**src/tracker_pkg.sv**
```systemverilog
package tracker_pkg;

    // frame geometry, only used to size the types below
    localparam int FRAME_W = 640;
    localparam int FRAME_H = 480;

    localparam int COORD_W = 12;  // holds game values after the offset
    localparam int COUNT_W = $clog2(FRAME_W * FRAME_H + 1);  // 19 bits
    localparam int SUM_W = COUNT_W + $clog2(FRAME_W);  // 29 bits

    typedef logic [COORD_W-1:0] coord_t;
    typedef logic [COUNT_W-1:0] count_t;
    typedef logic [SUM_W-1:0] sum_t;
    typedef logic [15:0] rgb565_t;

    // colour match thresholds on the 5/6/5 components
    localparam int RED_MIN = 20;
    localparam int BLUE_MIN = 20;
    localparam int OTHER_MAX = 12;  // other 5-bit component
    localparam int GREEN_MAX = 24;

    // calibration
    localparam int GAME_OFFSET = 1800;
    localparam int ORIGIN_FRAME = 4;  // delivered frame that sets the origin
    localparam int ORIGIN_CNT_W = $clog2(ORIGIN_FRAME + 1);

    localparam int DIV_CNT_W = $clog2(SUM_W + 1);  // divider step counter

    typedef enum logic [1:0] {
        IDLE,
        DIVIDE,
        REQUEST,
        RELEASE
    } acc_state_t;

endpackage

```
**src/tracker_ifs.sv**
```systemverilog
`timescale 1ns/1ps

interface pixel_if;
    import tracker_pkg::*;

    logic   pix_valid;
    coord_t x;
    coord_t y;
    logic   is_head;
    logic   is_hand;
    logic   frame_end;

    modport source (output pix_valid, x, y, is_head, is_hand, frame_end);
    modport sink (input pix_valid, x, y, is_head, is_hand, frame_end);
endinterface

interface centroid_if;
    import tracker_pkg::*;

    logic   req;
    logic   ack;
    coord_t head_x;
    coord_t head_y;
    coord_t hand_x;
    coord_t hand_y;
    logic   head_found;
    logic   hand_found;

    modport producer (output req, head_x, head_y, hand_x, hand_y, head_found, hand_found,
                      input ack);
    modport consumer (input req, head_x, head_y, hand_x, hand_y, head_found, hand_found,
                      output ack);
endinterface

```
**src/camera_tracker_top.sv**
```systemverilog
`timescale 1ns/1ps

module camera_tracker_top (
    input  logic                clk_in,
    input  logic                rst_in,
    input  logic [7:0]          cam_data,
    input  logic                cam_pclk,
    input  logic                cam_vsync,
    input  logic                cam_href,
    input  logic                use_origin_head,
    input  logic                use_origin_hand,
    output tracker_pkg::coord_t head_x,
    output tracker_pkg::coord_t head_y,
    output tracker_pkg::coord_t hand_x,
    output tracker_pkg::coord_t hand_y,
    output logic                head_found,
    output logic                hand_found,
    output logic                coords_valid,
    output logic                origin_locked
);

    pixel_if    pix_bus ();
    centroid_if cen_bus ();

    pixel_decoder u_decoder (
        .clk_in    (clk_in),
        .rst_in    (rst_in),
        .cam_data  (cam_data),
        .cam_pclk  (cam_pclk),
        .cam_vsync (cam_vsync),
        .cam_href  (cam_href),
        .pix       (pix_bus.source)
    );

    centroid_accumulator u_accumulator (
        .clk_in (clk_in),
        .rst_in (rst_in),
        .pix    (pix_bus.sink),
        .cen    (cen_bus.producer)
    );

    origin_calibrator u_calibrator (
        .clk_in          (clk_in),
        .rst_in          (rst_in),
        .use_origin_head (use_origin_head),
        .use_origin_hand (use_origin_hand),
        .cen             (cen_bus.consumer),
        .head_x          (head_x),
        .head_y          (head_y),
        .hand_x          (hand_x),
        .hand_y          (hand_y),
        .head_found      (head_found),
        .hand_found      (hand_found),
        .coords_valid    (coords_valid),
        .origin_locked   (origin_locked)
    );

endmodule

```
**src/centroid_accumulator.sv**
```systemverilog
`timescale 1ns/1ps

module centroid_accumulator (
    input  logic         clk_in,
    input  logic         rst_in,
    pixel_if.sink        pix,
    centroid_if.producer cen
);
    import tracker_pkg::*;

    acc_state_t state;
    sum_t       live_hx;  // head sums
    sum_t       live_hy;
    count_t     live_hc;
    sum_t       live_bx;  // hand sums
    sum_t       live_by;
    count_t     live_bc;
    sum_t       hold_hx;
    sum_t       hold_hy;
    count_t     hold_hc;
    sum_t       hold_bx;
    sum_t       hold_by;
    count_t     hold_bc;
    logic [1:0] div_idx;  // head x, head y, hand x, hand y
    logic       div_busy;
    logic       div_start;
    logic       div_done;
    sum_t       div_dividend;
    count_t     div_divisor;
    coord_t     div_quotient;

    // frame_end and pix_valid never share a cycle
    always_ff @(posedge clk_in) begin
        if (rst_in || pix.frame_end) begin
            live_hx <= '0;
            live_hy <= '0;
            live_hc <= '0;
            live_bx <= '0;
            live_by <= '0;
            live_bc <= '0;
        end else if (pix.pix_valid) begin
            if (pix.is_head) begin
                live_hx <= live_hx + pix.x;
                live_hy <= live_hy + pix.y;
                live_hc <= live_hc + 1'b1;
            end
            if (pix.is_hand) begin
                live_bx <= live_bx + pix.x;
                live_by <= live_by + pix.y;
                live_bc <= live_bc + 1'b1;
            end
        end
    end

    always_ff @(posedge clk_in) begin
        if (pix.frame_end && state == IDLE) begin  // a busy stage drops the frame
            hold_hx <= live_hx;
            hold_hy <= live_hy;
            hold_hc <= live_hc;
            hold_bx <= live_bx;
            hold_by <= live_by;
            hold_bc <= live_bc;
        end
    end

    always_comb begin
        case (div_idx)
            2'd0: div_dividend = hold_hx;
            2'd1: div_dividend = hold_hy;
            2'd2: div_dividend = hold_bx;
            default: div_dividend = hold_by;
        endcase
    end

    assign div_divisor = div_idx[1] ? hold_bc : hold_hc;
    assign div_start = state == DIVIDE && !div_busy && div_divisor != '0;

    serial_divider u_divider (
        .clk_in   (clk_in),
        .rst_in   (rst_in),
        .start    (div_start),
        .dividend (div_dividend),
        .divisor  (div_divisor),
        .quotient (div_quotient),
        .done     (div_done)
    );

    always_ff @(posedge clk_in) begin
        if (rst_in) begin
            state <= IDLE;
            div_idx <= '0;
            div_busy <= 1'b0;
            cen.req <= 1'b0;
            cen.head_found <= 1'b0;
            cen.hand_found <= 1'b0;
        end else begin
            case (state)
                IDLE: if (pix.frame_end) begin
                    state <= DIVIDE;
                    div_idx <= '0;
                    cen.head_found <= live_hc != '0;
                    cen.hand_found <= live_bc != '0;
                end
                DIVIDE: if (div_start) begin
                    div_busy <= 1'b1;
                end else if (!div_busy || div_done) begin  // zero count skips
                    div_busy <= 1'b0;
                    div_idx <= div_idx + 1'b1;
                    if (div_idx == 2'd3) begin
                        state <= REQUEST;
                        cen.req <= 1'b1;
                    end
                end
                REQUEST: if (cen.ack) begin
                    cen.req <= 1'b0;
                    state <= RELEASE;
                end
                RELEASE: if (!cen.ack) state <= IDLE;
                default: state <= IDLE;
            endcase
        end
    end

    always_ff @(posedge clk_in) begin
        if (state == DIVIDE && div_done) begin
            case (div_idx)
                2'd0: cen.head_x <= div_quotient;
                2'd1: cen.head_y <= div_quotient;
                2'd2: cen.hand_x <= div_quotient;
                default: cen.hand_y <= div_quotient;
            endcase
        end
    end

    // req holds until the calibrator answers
    assert property (@(posedge clk_in) disable iff (rst_in) cen.req && !cen.ack |=> cen.req);

endmodule

```
**src/origin_calibrator.sv**
```systemverilog
`timescale 1ns/1ps

module origin_calibrator (
    input  logic                clk_in,
    input  logic                rst_in,
    input  logic                use_origin_head,
    input  logic                use_origin_hand,
    centroid_if.consumer        cen,
    output tracker_pkg::coord_t head_x,
    output tracker_pkg::coord_t head_y,
    output tracker_pkg::coord_t hand_x,
    output tracker_pkg::coord_t hand_y,
    output logic                head_found,
    output logic                hand_found,
    output logic                coords_valid,
    output logic                origin_locked
);
    import tracker_pkg::*;

    logic [ORIGIN_CNT_W-1:0] frame_cnt;  // delivered frames, saturates
    coord_t                  origin_x;
    coord_t                  origin_y;
    logic                    take;
    logic                    lock_now;
    logic                    rel_head;
    logic                    rel_hand;

    function automatic coord_t game_value(coord_t c, coord_t o, logic rel);
        if (rel) return coord_t'(o - c + GAME_OFFSET);  // wraps mod 4096
        return coord_t'(c + GAME_OFFSET);
    endfunction

    assign take = cen.req && !cen.ack;  // new result from the accumulator
    assign lock_now = take && !origin_locked && cen.head_found
                      && frame_cnt == ORIGIN_CNT_W'(ORIGIN_FRAME - 1);
    assign rel_head = use_origin_head && origin_locked;
    assign rel_hand = use_origin_hand && origin_locked;

    always_ff @(posedge clk_in) begin
        if (rst_in) begin
            cen.ack <= 1'b0;
            coords_valid <= 1'b0;
            origin_locked <= 1'b0;
            frame_cnt <= '0;
            head_x <= '0;
            head_y <= '0;
            hand_x <= '0;
            hand_y <= '0;
            head_found <= 1'b0;
            hand_found <= 1'b0;
        end else begin
            cen.ack <= cen.req;
            coords_valid <= take;
            if (take) begin
                if (frame_cnt != ORIGIN_CNT_W'(ORIGIN_FRAME - 1)) frame_cnt <= frame_cnt + 1'b1;
                if (lock_now) origin_locked <= 1'b1;
                head_found <= cen.head_found;
                hand_found <= cen.hand_found;
                if (cen.head_found) begin
                    head_x <= game_value(cen.head_x, origin_x, rel_head);
                    head_y <= game_value(cen.head_y, origin_y, rel_head);
                end
                if (cen.hand_found) begin
                    hand_x <= game_value(cen.hand_x, origin_x, rel_hand);
                    hand_y <= game_value(cen.hand_y, origin_y, rel_hand);
                end
            end
        end
    end

    always_ff @(posedge clk_in) begin
        if (lock_now) begin  // head position at rest
            origin_x <= cen.head_x;
            origin_y <= cen.head_y;
        end
    end

    assert property (@(posedge clk_in) disable iff (rst_in) $rose(cen.ack) |-> $past(cen.req));

endmodule

```
**src/pixel_decoder.sv**
```systemverilog
`timescale 1ns/1ps

module pixel_decoder (
    input  logic       clk_in,
    input  logic       rst_in,
    input  logic [7:0] cam_data,
    input  logic       cam_pclk,
    input  logic       cam_vsync,
    input  logic       cam_href,
    pixel_if.source    pix
);
    import tracker_pkg::*;

    logic [10:0] cam_meta;  // first sync stage
    logic [10:0] cam_sync;  // second sync stage
    logic [7:0]  data_s;
    logic        pclk_s;
    logic        href_s;
    logic        vsync_s;
    logic        pclk_d;
    logic        href_d;
    logic        vsync_d;
    logic        pclk_rise;
    logic        href_fall;
    logic        vsync_rise;
    logic        take_byte;
    logic        second_byte;  // next byte completes a pixel
    logic [7:0]  hi_byte;
    rgb565_t     pixel;
    logic        match_head;
    logic        match_hand;
    coord_t      x_cnt;
    coord_t      y_cnt;

    always_ff @(posedge clk_in) begin
        if (rst_in) begin
            cam_meta <= '0;
            cam_sync <= '0;
            pclk_d <= 1'b0;
            href_d <= 1'b0;
            vsync_d <= 1'b0;
        end else begin
            cam_meta <= {cam_data, cam_pclk, cam_href, cam_vsync};
            cam_sync <= cam_meta;
            pclk_d <= pclk_s;
            href_d <= href_s;
            vsync_d <= vsync_s;
        end
    end

    assign data_s = cam_sync[10:3];
    assign pclk_s = cam_sync[2];
    assign href_s = cam_sync[1];
    assign vsync_s = cam_sync[0];

    assign pclk_rise = pclk_s && !pclk_d;
    assign href_fall = href_d && !href_s;
    assign vsync_rise = vsync_s && !vsync_d;
    assign take_byte = pclk_rise && href_s;

    // high byte arrives first
    assign pixel = {hi_byte, data_s};
    assign match_head = pixel[15:11] >= RED_MIN && pixel[4:0] <= OTHER_MAX
                        && pixel[10:5] <= GREEN_MAX;
    assign match_hand = pixel[4:0] >= BLUE_MIN && pixel[15:11] <= OTHER_MAX
                        && pixel[10:5] <= GREEN_MAX;

    always_ff @(posedge clk_in) begin
        if (rst_in) begin
            second_byte <= 1'b0;
            x_cnt <= '0;
            y_cnt <= '0;
            pix.pix_valid <= 1'b0;
            pix.frame_end <= 1'b0;
        end else begin
            pix.pix_valid <= take_byte && second_byte;
            pix.frame_end <= vsync_rise;
            if (take_byte) begin
                second_byte <= !second_byte;
                if (second_byte) x_cnt <= x_cnt + 1'b1;
            end
            if (href_fall) begin  // line done
                second_byte <= 1'b0;
                x_cnt <= '0;
                y_cnt <= y_cnt + 1'b1;
            end
            if (vsync_rise) y_cnt <= '0;
        end
    end

    always_ff @(posedge clk_in) begin
        if (take_byte && !second_byte) hi_byte <= data_s;
        if (take_byte && second_byte) begin
            pix.x <= x_cnt;
            pix.y <= y_cnt;
            pix.is_head <= match_head;
            pix.is_hand <= match_hand;
        end
    end

    // a pixel can only carry one marker colour
    assert property (@(posedge clk_in) disable iff (rst_in)
        pix.pix_valid |-> !(pix.is_head && pix.is_hand));

endmodule

```
**src/serial_divider.sv**
```systemverilog
`timescale 1ns/1ps

module serial_divider (
    input  logic                clk_in,
    input  logic                rst_in,
    input  logic                start,
    input  tracker_pkg::sum_t   dividend,
    input  tracker_pkg::count_t divisor,
    output tracker_pkg::coord_t quotient,
    output logic                done
);
    import tracker_pkg::*;

    sum_t                 quo;  // dividend shifts out, quotient bits shift in
    count_t               rem;
    count_t               dvs;
    logic [COUNT_W:0]     trial;
    logic [DIV_CNT_W-1:0] bits_left;
    logic                 busy;

    assign trial = {rem, quo[SUM_W-1]};
    assign quotient = quo[COORD_W-1:0];  // mean is below frame width

    always_ff @(posedge clk_in) begin
        if (rst_in) begin
            busy <= 1'b0;
            bits_left <= '0;
            done <= 1'b0;
        end else begin
            done <= 1'b0;
            if (start) begin
                busy <= 1'b1;
                bits_left <= DIV_CNT_W'(SUM_W);
            end else if (busy) begin
                bits_left <= bits_left - 1'b1;
                if (bits_left == 1) begin  // last quotient bit
                    busy <= 1'b0;
                    done <= 1'b1;
                end
            end
        end
    end

    always_ff @(posedge clk_in) begin
        if (start) begin
            quo <= dividend;
            rem <= '0;
            dvs <= divisor;
        end else if (busy) begin
            if (trial >= {1'b0, dvs}) begin  // restore skipped
                rem <= count_t'(trial - {1'b0, dvs});
                quo <= {quo[SUM_W-2:0], 1'b1};
            end else begin
                rem <= trial[COUNT_W-1:0];
                quo <= {quo[SUM_W-2:0], 1'b0};
            end
        end
    end

    assert property (@(posedge clk_in) disable iff (rst_in) start |-> divisor != '0);

endmodule

```
**config.mk**
```make
export PLATFORM = sky130hd
export DESIGN_NAME = camera_tracker_top
export DESIGN_NICKNAME = d
export VERILOG_FILES = /design/src/tracker_pkg.sv /design/src/tracker_ifs.sv /design/src/camera_tracker_top.sv /design/src/centroid_accumulator.sv /design/src/origin_calibrator.sv /design/src/pixel_decoder.sv /design/src/serial_divider.sv
export SDC_FILE = /design/constraint.sdc
export NUM_CORES = 1
export LEC_CHECK = 0
export BUFFER_PORTS_ARGS = -buffer_cell sky130_fd_sc_hd__buf_4
export CAP_MARGIN = 15
export CORE_ASPECT_RATIO = 0.7
export CORE_MARGIN = 5
export CORE_UTILIZATION = 50
export DETAILED_ROUTE_END_ITERATION = 12
export GPL_TIMING_DRIVEN = 0
export HOLD_SLACK_MARGIN = 0.12
export MAX_ROUTING_LAYER = met4
export PLACE_DENSITY = 0.66
export SLEW_MARGIN = 10
export SYNTH_ARGS = -nofsm -noshare
export SYNTH_HDL_FRONTEND = slang
export SYNTH_SLANG_ARGS = --single-unit
```
**constraint.sdc**
```tcl
create_clock -name clk_in -period 6.1 [get_ports clk_in]
set_input_delay 0.61 -clock clk_in [delete_from_list [all_inputs] [get_ports clk_in]]
set_output_delay 0.61 -clock clk_in [all_outputs]
set_load 0.1 [all_outputs]
```
### Word-level counts from Yosys, hierarchy flattened

Cells that the tools add are included.

| word-level totals | value |
|---|---|
| logic and storage cells | 208 |
| bits in registers | 604 |
| input port bits | 15 |
| output and inout port bits | 52 |

| cells by class | value |
|---|---|
| reductions and logical operators | 59 |
| order comparisons | 6 |
| add/subtract/negate cells | 24 |
| bitwise logic cells | 2 |
| equal/unequal tests | 15 |
| multiplexer cells | 46 |

Operators with widths:

| kind | count |
|---|---|
| $add 29x12->29 | 4 |
| $add 12x11->12 const B | 8 |
| $mux 12 | 8 |
| $pmux 29 s3 | 1 |
| $mux 29 | 2 |
| $reduce_bool 19->1 | 3 |
| $sub 12x12->12 | 4 |
| $add 19x1->19 const B | 2 |
| $mux 19 | 2 |
| $reduce_and 2->1 | 13 |
| $add 12x1->12 const B | 2 |
| $ge 20x19->1 | 1 |
| $logic_and 1x1->1 | 20 |
| $mux 1 | 19 |
| $sub 19x19->19 | 1 |
| $mux 2 | 9 |
| $ge 5x5->1 const B | 2 |
| $le 5x4->1 const B | 2 |
| $mux 5 | 2 |
| $ne 2x2->1 const B | 5 |
| $eq 2x2->1 const B | 4 |
| $pmux 2 s4 | 1 |
| $reduce_bool 2->1 | 4 |
| $logic_not 1->1 | 7 |
| 19 further kinds | 26 |

### Longest topological paths before layout

| logic depth | value |
|---|---|
| word-level depth | 6 |
| gate-level depth with buffers | 12 |
| gate-level depth less buffers | 12 |

### Hierarchy

Synthesis repeated with hierarchy kept, for this count alone.

| unflattened totals | value |
|---|---|
| cells, all modules | 2899 |
| area total of the unflattened synthesis | 29988.8 sq um |

By module, submodules not included:

| module | area an instance (sq um) | sequential area each (sq um) | times used | cells an instance |
|---|---|---|---|---|
| centroid_accumulator | 16554.6 | 9308.9 | 1 | 1508 |
| origin_calibrator | 6277.3 | 1841.8 | 1 | 767 |
| serial_divider | 4111.4 | 1961.9 | 1 | 381 |
| pixel_decoder | 3045.4 | 2062.0 | 1 | 243 |

### Worst setup path before layout

Ideal clock, no wire load.

| timing | value |
|---|---|
| path kind | register -> register |
| start point | register u_accumulator.state[0] |
| end point | register u_accumulator.cen.hand_found |
| setup slack | 0.340 ns |
| setup time | 0.141 ns |
| path buffers | 1 |
| arrival | 5.618 ns |
| clock period less this slack | 5.760 ns |
| cell stages (with the launch flop) | 7 |
| required time | 5.959 ns |
| path through | dfxtp_1 -> inv_1 -> ha_1 -> and2_1 -> clkbuf_1 -> nand3_1 -> o221a_2 |

| between the ends | value |
|---|---|
| cells in the longest elaborated chain, start to end | 2 |

Ends and longest elaborated chain:

| what | line | text |
|---|---|---|
| start, declared | centroid_accumulator.sv:11 | `acc_state_t state;` |
| start signal, assigned | centroid_accumulator.sv:90 | `state <= IDLE;` |
| start signal, assigned | centroid_accumulator.sv:99 | `state <= DIVIDE;` |
| start signal, assigned | centroid_accumulator.sv:110 | `state <= REQUEST;` |
| $logic_not 2->1 | centroid_accumulator.sv:97 | `case (state)` |
| $reduce_and 2->1 (no source line) | - |  |
| end signal, assigned | centroid_accumulator.sv:95 | `cen.hand_found <= 1'b0;` |
| end signal, assigned | centroid_accumulator.sv:102 | `cen.hand_found <= live_bc != '0;` |
| end, declared | tracker_ifs.sv:29 | `modport producer (output req, head_x, head_y, hand_x, hand_y, head_found, hand_found,` |

Every way passes these cells.
A chain may end at the register's enable or synchronous reset.

### Final worst setup path

| timing | value |
|---|---|
| start point | register u_decoder.pix.y[0] |
| end point | register u_accumulator.live_by[24] |

| between the ends | value |
|---|---|
| cells in the longest elaborated chain, start to end | 1 |

Ends and longest elaborated chain:

| what | line | text |
|---|---|---|
| start, declared | tracker_ifs.sv:13 | `modport source (output pix_valid, x, y, is_head, is_hand, frame_end);` |
| start signal, assigned | pixel_decoder.sv:95 | `pix.y <= y_cnt;` |
| $add 29x12->29 | centroid_accumulator.sv:49 | `live_by <= live_by + pix.y;` |
| end signal, assigned | centroid_accumulator.sv:49 |  |
| end, declared | centroid_accumulator.sv:16 | `sum_t live_by;` |

Every way passes these cells.

==> results_dict.tcl <==
set metrics [dict create \
    cp-end-kind "flip-flop" \
    grt_pass1_vias 21200 \
    io_pins 67 \
    post-place-cells 3590 \
    ys_dominant_reg_cell "edfxtp_1" \
    synth_area_mm2 0.0288 \
    mappedNetlistNets 2969 \
    hold_path_class "in -> reg" \
    placed_cell_area_mm2 0.0304 \
    critical_path_required_ns 6.61 \
    yosysSeqAreaShare_pct 52.6 \
    antenna_found_initial 2 \
    area_added_between_synthesis_and_finish_pct 12.4 \
    crit_path_start_kind "flip-flop" \
    maxClockFrequency_mhz 281 \
    synth_warnings 0 \
    global_route.usage.total_pct 25.7 \
    grt_pass1_wl_mm 123 \
    cts_tree "built" \
    cts_hold_buf 0 \
    placementRows 73 \
    critical_path.startpoint "u_decoder.pix.y[0]" \
    tightest_slew_ns 1.24 \
    netSwitchingPower_w 0.00287 \
    critical_path_peak_fanout 10 \
    detailedRoute.firstIterationViolations 2812 \
    clock-skew-final_ns 0.0268 \
    clock_group_share_of_total_power_pct 37.8 \
    switching_part_of_the_total_power_pct 28.1 \
    synth_largest_type_area_fraction_pct 32.1 \
    final.fill_count 4815 \
    cell_internal_pwr_w 0.00733 \
    nNetsFinal 3098 \
    cts_repair_resizes 0 \
    post_synth_arst_share_pct 0 \
    max-slew-margin-rel_pct 17.1 \
    drc_errors_left 0 \
    final-max-slew-violation-count 0 \
    port_buffers 65 \
    avgSynthCellArea_um2 10.4 \
    drt_first_pass_iters 10 \
    place.detailed.hpwl_mm 58.6 \
    detail_route.vias_per_cell 6.00 \
    worstPathArrival_ns 4.07 \
    worstPathCellList "ha_1, fa_1, a21oi_1, o22ai_1, nor2_1, o21ai_1, a211oi_2, clkbuf_1, o311ai_0, o41ai_1" \
    slowest_delay_ns 0.66 \
    ctsRootBufferMaster "clkbuf_16" \
    design.core.area_mm2 0.0569 \
    share_comb_of_total_power_pct 14.8 \
    maxCapViolCount 0 \
    cts.clk_slew.worst_paths_ns 0.07 \
    clkSinkCount 604 \
    vdd_drop_max_mv 0.222 \
    htree_num_levels 2 \
    timing.setup.critical_path_class "reg -> reg" \
    synthDistinctLibCells 85 \
    cts_made_buffers 58 \
    layout_min_cycle_time_ns 3.56 \
    cts_post_setup_buffers_inserted 0 \
    layout.cell_area.non_filler_mm2 0.0324 \
    final-hold-violation-count 0 \
    vias 22200 \
    synth.ff_latch_count 604 \
    share_of_layout_cells_above_drive_strength_1_pct 7.96 \
    start_util_pct 50.7 \
    detail-route-antenna-nets 0 \
    layoutNonFillerInstCount 3702 \
    worst_r2r_startpoint "u_decoder.pix.y[0]" \
    die_h_um 211 \
    die_area_mm2 0.0627 \
    wire_per_inst_um 21.8 \
    die_width_um 297 \
    global_route.overflow_total 0 \
    synthDominantAreaCellType "edfxtp_1" \
    synth.area.top_cells "edfxtp_1 32%, dfxtp_1 21%, ha_1 7.5%" \
    fin_crit_sh_pct 58.3 \
    insertion_delay_ns 0.64 \
    grt_max_degree 58 \
    p_seq_share_pct 47.3 \
    worst_path_max_delay_cell "a211oi_2" \
    leakage_nw 12.3 \
    setup_viol 0 \
    postRouteWirelength_mm 80.5 \
    synth_edf_count 308 \
    rsz0062_at_grt "no" \
    cts-root-to-sink-buffers 3 \
    hp_start "cam_vsync" \
    finalWeightedCongestion 0.960 \
    power_per_cell_area_mw_per_mm2 314 \
    synthesis.instances 2772 \
    outcome "finished, final reports clean" \
]
[registers in the layout, indices dropped and copies added, names as in the netlist, 29 cells and up]
name / flops
u_accumulator.hold_bx: 29
u_accumulator.hold_by: 29
u_accumulator.hold_hx: 29
u_accumulator.hold_hy: 29
u_accumulator.live_bx: 29
u_accumulator.live_by: 29
u_accumulator.live_hx: 29
u_accumulator.live_hy: 29
u_accumulator.u_divider.quo: 29
[cell usage after synthesis, types with 31 or more instances]
| cell type | number |
|---|---|
| nor3_1 | 60 |
| a211oi_1 | 41 |
| o21ai_0 | 154 |
| xnor2_1 | 92 |
| nand2_1 | 246 |
| nor2b_1 | 39 |
| a21o_1 | 31 |
| or3_1 | 50 |
| dfxtp_1 | 296 |
| clkbuf_1 | 94 |
| ha_1 | 173 |
| inv_1 | 137 |
| a21oi_1 | 216 |
| edfxtp_1 | 308 |
| and3_1 | 39 |
| nand3_1 | 78 |
| nor2_1 | 232 |
| xor2_1 | 87 |
[critical path: cells and delay by family, from the launching register on]
family	cells	cell delay [ns]
buffers and inverters	1	0.47
and+or+nand+nor	1	0.26
DFF	1	0.42
AOI/OAI and AO/OA	6	1.62
adders and majority gates	2	0.66
[routing by layer]
layer / up-vias / share of wire (%) / track usage (%)
li1: 10400 / - / -
met1: 10700 / 47 / 37.7
met2: 918 / 41 / 36.0
met3: 144 / 9.6 / 5.64
met4: 0 / 2.6 / 7.05
met5: - / 0 / -
[metrics by stage]
step | util (%) | power, W | worst slack [ns] | hold WS (ns) | TNS (ns)
6_report | 57.0 | 0.0102 | 2.54 | 0.183 | 0
5_1_grt | 57.0 | 0.0106 | 2.37 | 0.178 | 0
4_1_cts | 56.9 | 0.0102 | 2.69 | 0.155 | 0
3_5_place_dp | 53.4 | 0.00639 | 2.12 | 0.425 | 0
3_3_place_gp | 53.2 | 0.00635 | -1.92 | 0.427 | -231.43
2_1_floorplan | - | 0.00586 | 0.340 | 0.400 | 0
[placed cells by master, fill, tap and decap left out, types with 9 or more instances in the layout]
master	count
edfxtp_1	308
dfxtp_1	296
nand2_1	246
nor2_1	230
a21oi_1	216
ha_1	173
o21ai_0	154
inv_1	137
clkbuf_1	99
xnor2_1	92
xor2_1	87
nand3_1	78
buf_4	70
clkbuf_16	61
nor3_1	60
or3_1	50
a211oi_1	41
and3_1	39
nor2b_1	39
a21o_1	31
nand4_1	29
a222oi_1	29
o211ai_1	29
mux2_2	19
and2_1	16
a31oi_1	16
mux2i_1	15
nor4_1	14
or4_1	13
clkinv_2	13
o21bai_1	12
and4_1	11
a311oi_1	11
nand2b_1	10
nand3b_1	9
o21a_1	9
a41oi_1	9
fa_1	9
[cell families (layout without fill, tap and decap cells)]
logic type | count (synthesis) | in the layout | synth area share [%]
AO/OA/AOI/OAI | 642 | 642 | 14.3
XOR/XNOR | 179 | 179 | 5.44
adder cells (fa/ha/maj) | 182 | 182 | 8.13
buffers and inverters | 251 | 430 | 3.42
flip-flops | 604 | 604 | 52.6
multiplexers | 34 | 34 | 1.26
other | 0 | 1 | 0
AND/OR/NAND/NOR | 880 | 880 | 14.9
[path summary, 6_finish.rpt]
path,end,slack (ns),cells after the start
max,u_accumulator.live_by[24],2.54,10
min,u_decoder.cam_meta[0],0.18,2
max reg2reg,u_accumulator.live_by[24],2.54,10
min reg2reg,u_decoder.cam_sync[2],0.44,1
[power by group through the flow]
stage | logic [W] | clock network [W] | registers, W
after floorplan | 0.00103 | 0 | 0.00483
after global placement | 0.00144 | 0 | 0.00491
after detailed placement | 0.00148 | 0 | 0.00491
after CTS | 0.00149 | 0.00390 | 0.00482
after global routing | 0.00167 | 0.00409 | 0.00484
final | 0.00151 | 0.00386 | 0.00483
[area by class of cell]
cell class | count | area [µm²] | share of cell area (%)
flip-flops and latches | 604 | 15200 | 46.8
multi-input cells | 1917 | 12700 | 39.2
clock buffers | 75 | 1660 | 5.12
well taps | 750 | 938 | 2.89
repair buffers | 69 | 578 | 1.78
inverters | 138 | 518 | 1.60
plain buffers | 113 | 472 | 1.45
clock inverters | 35 | 384 | 1.18
diodes | 1 | 2.50 | 0.00772
Power figures use the tool's default switching activity.
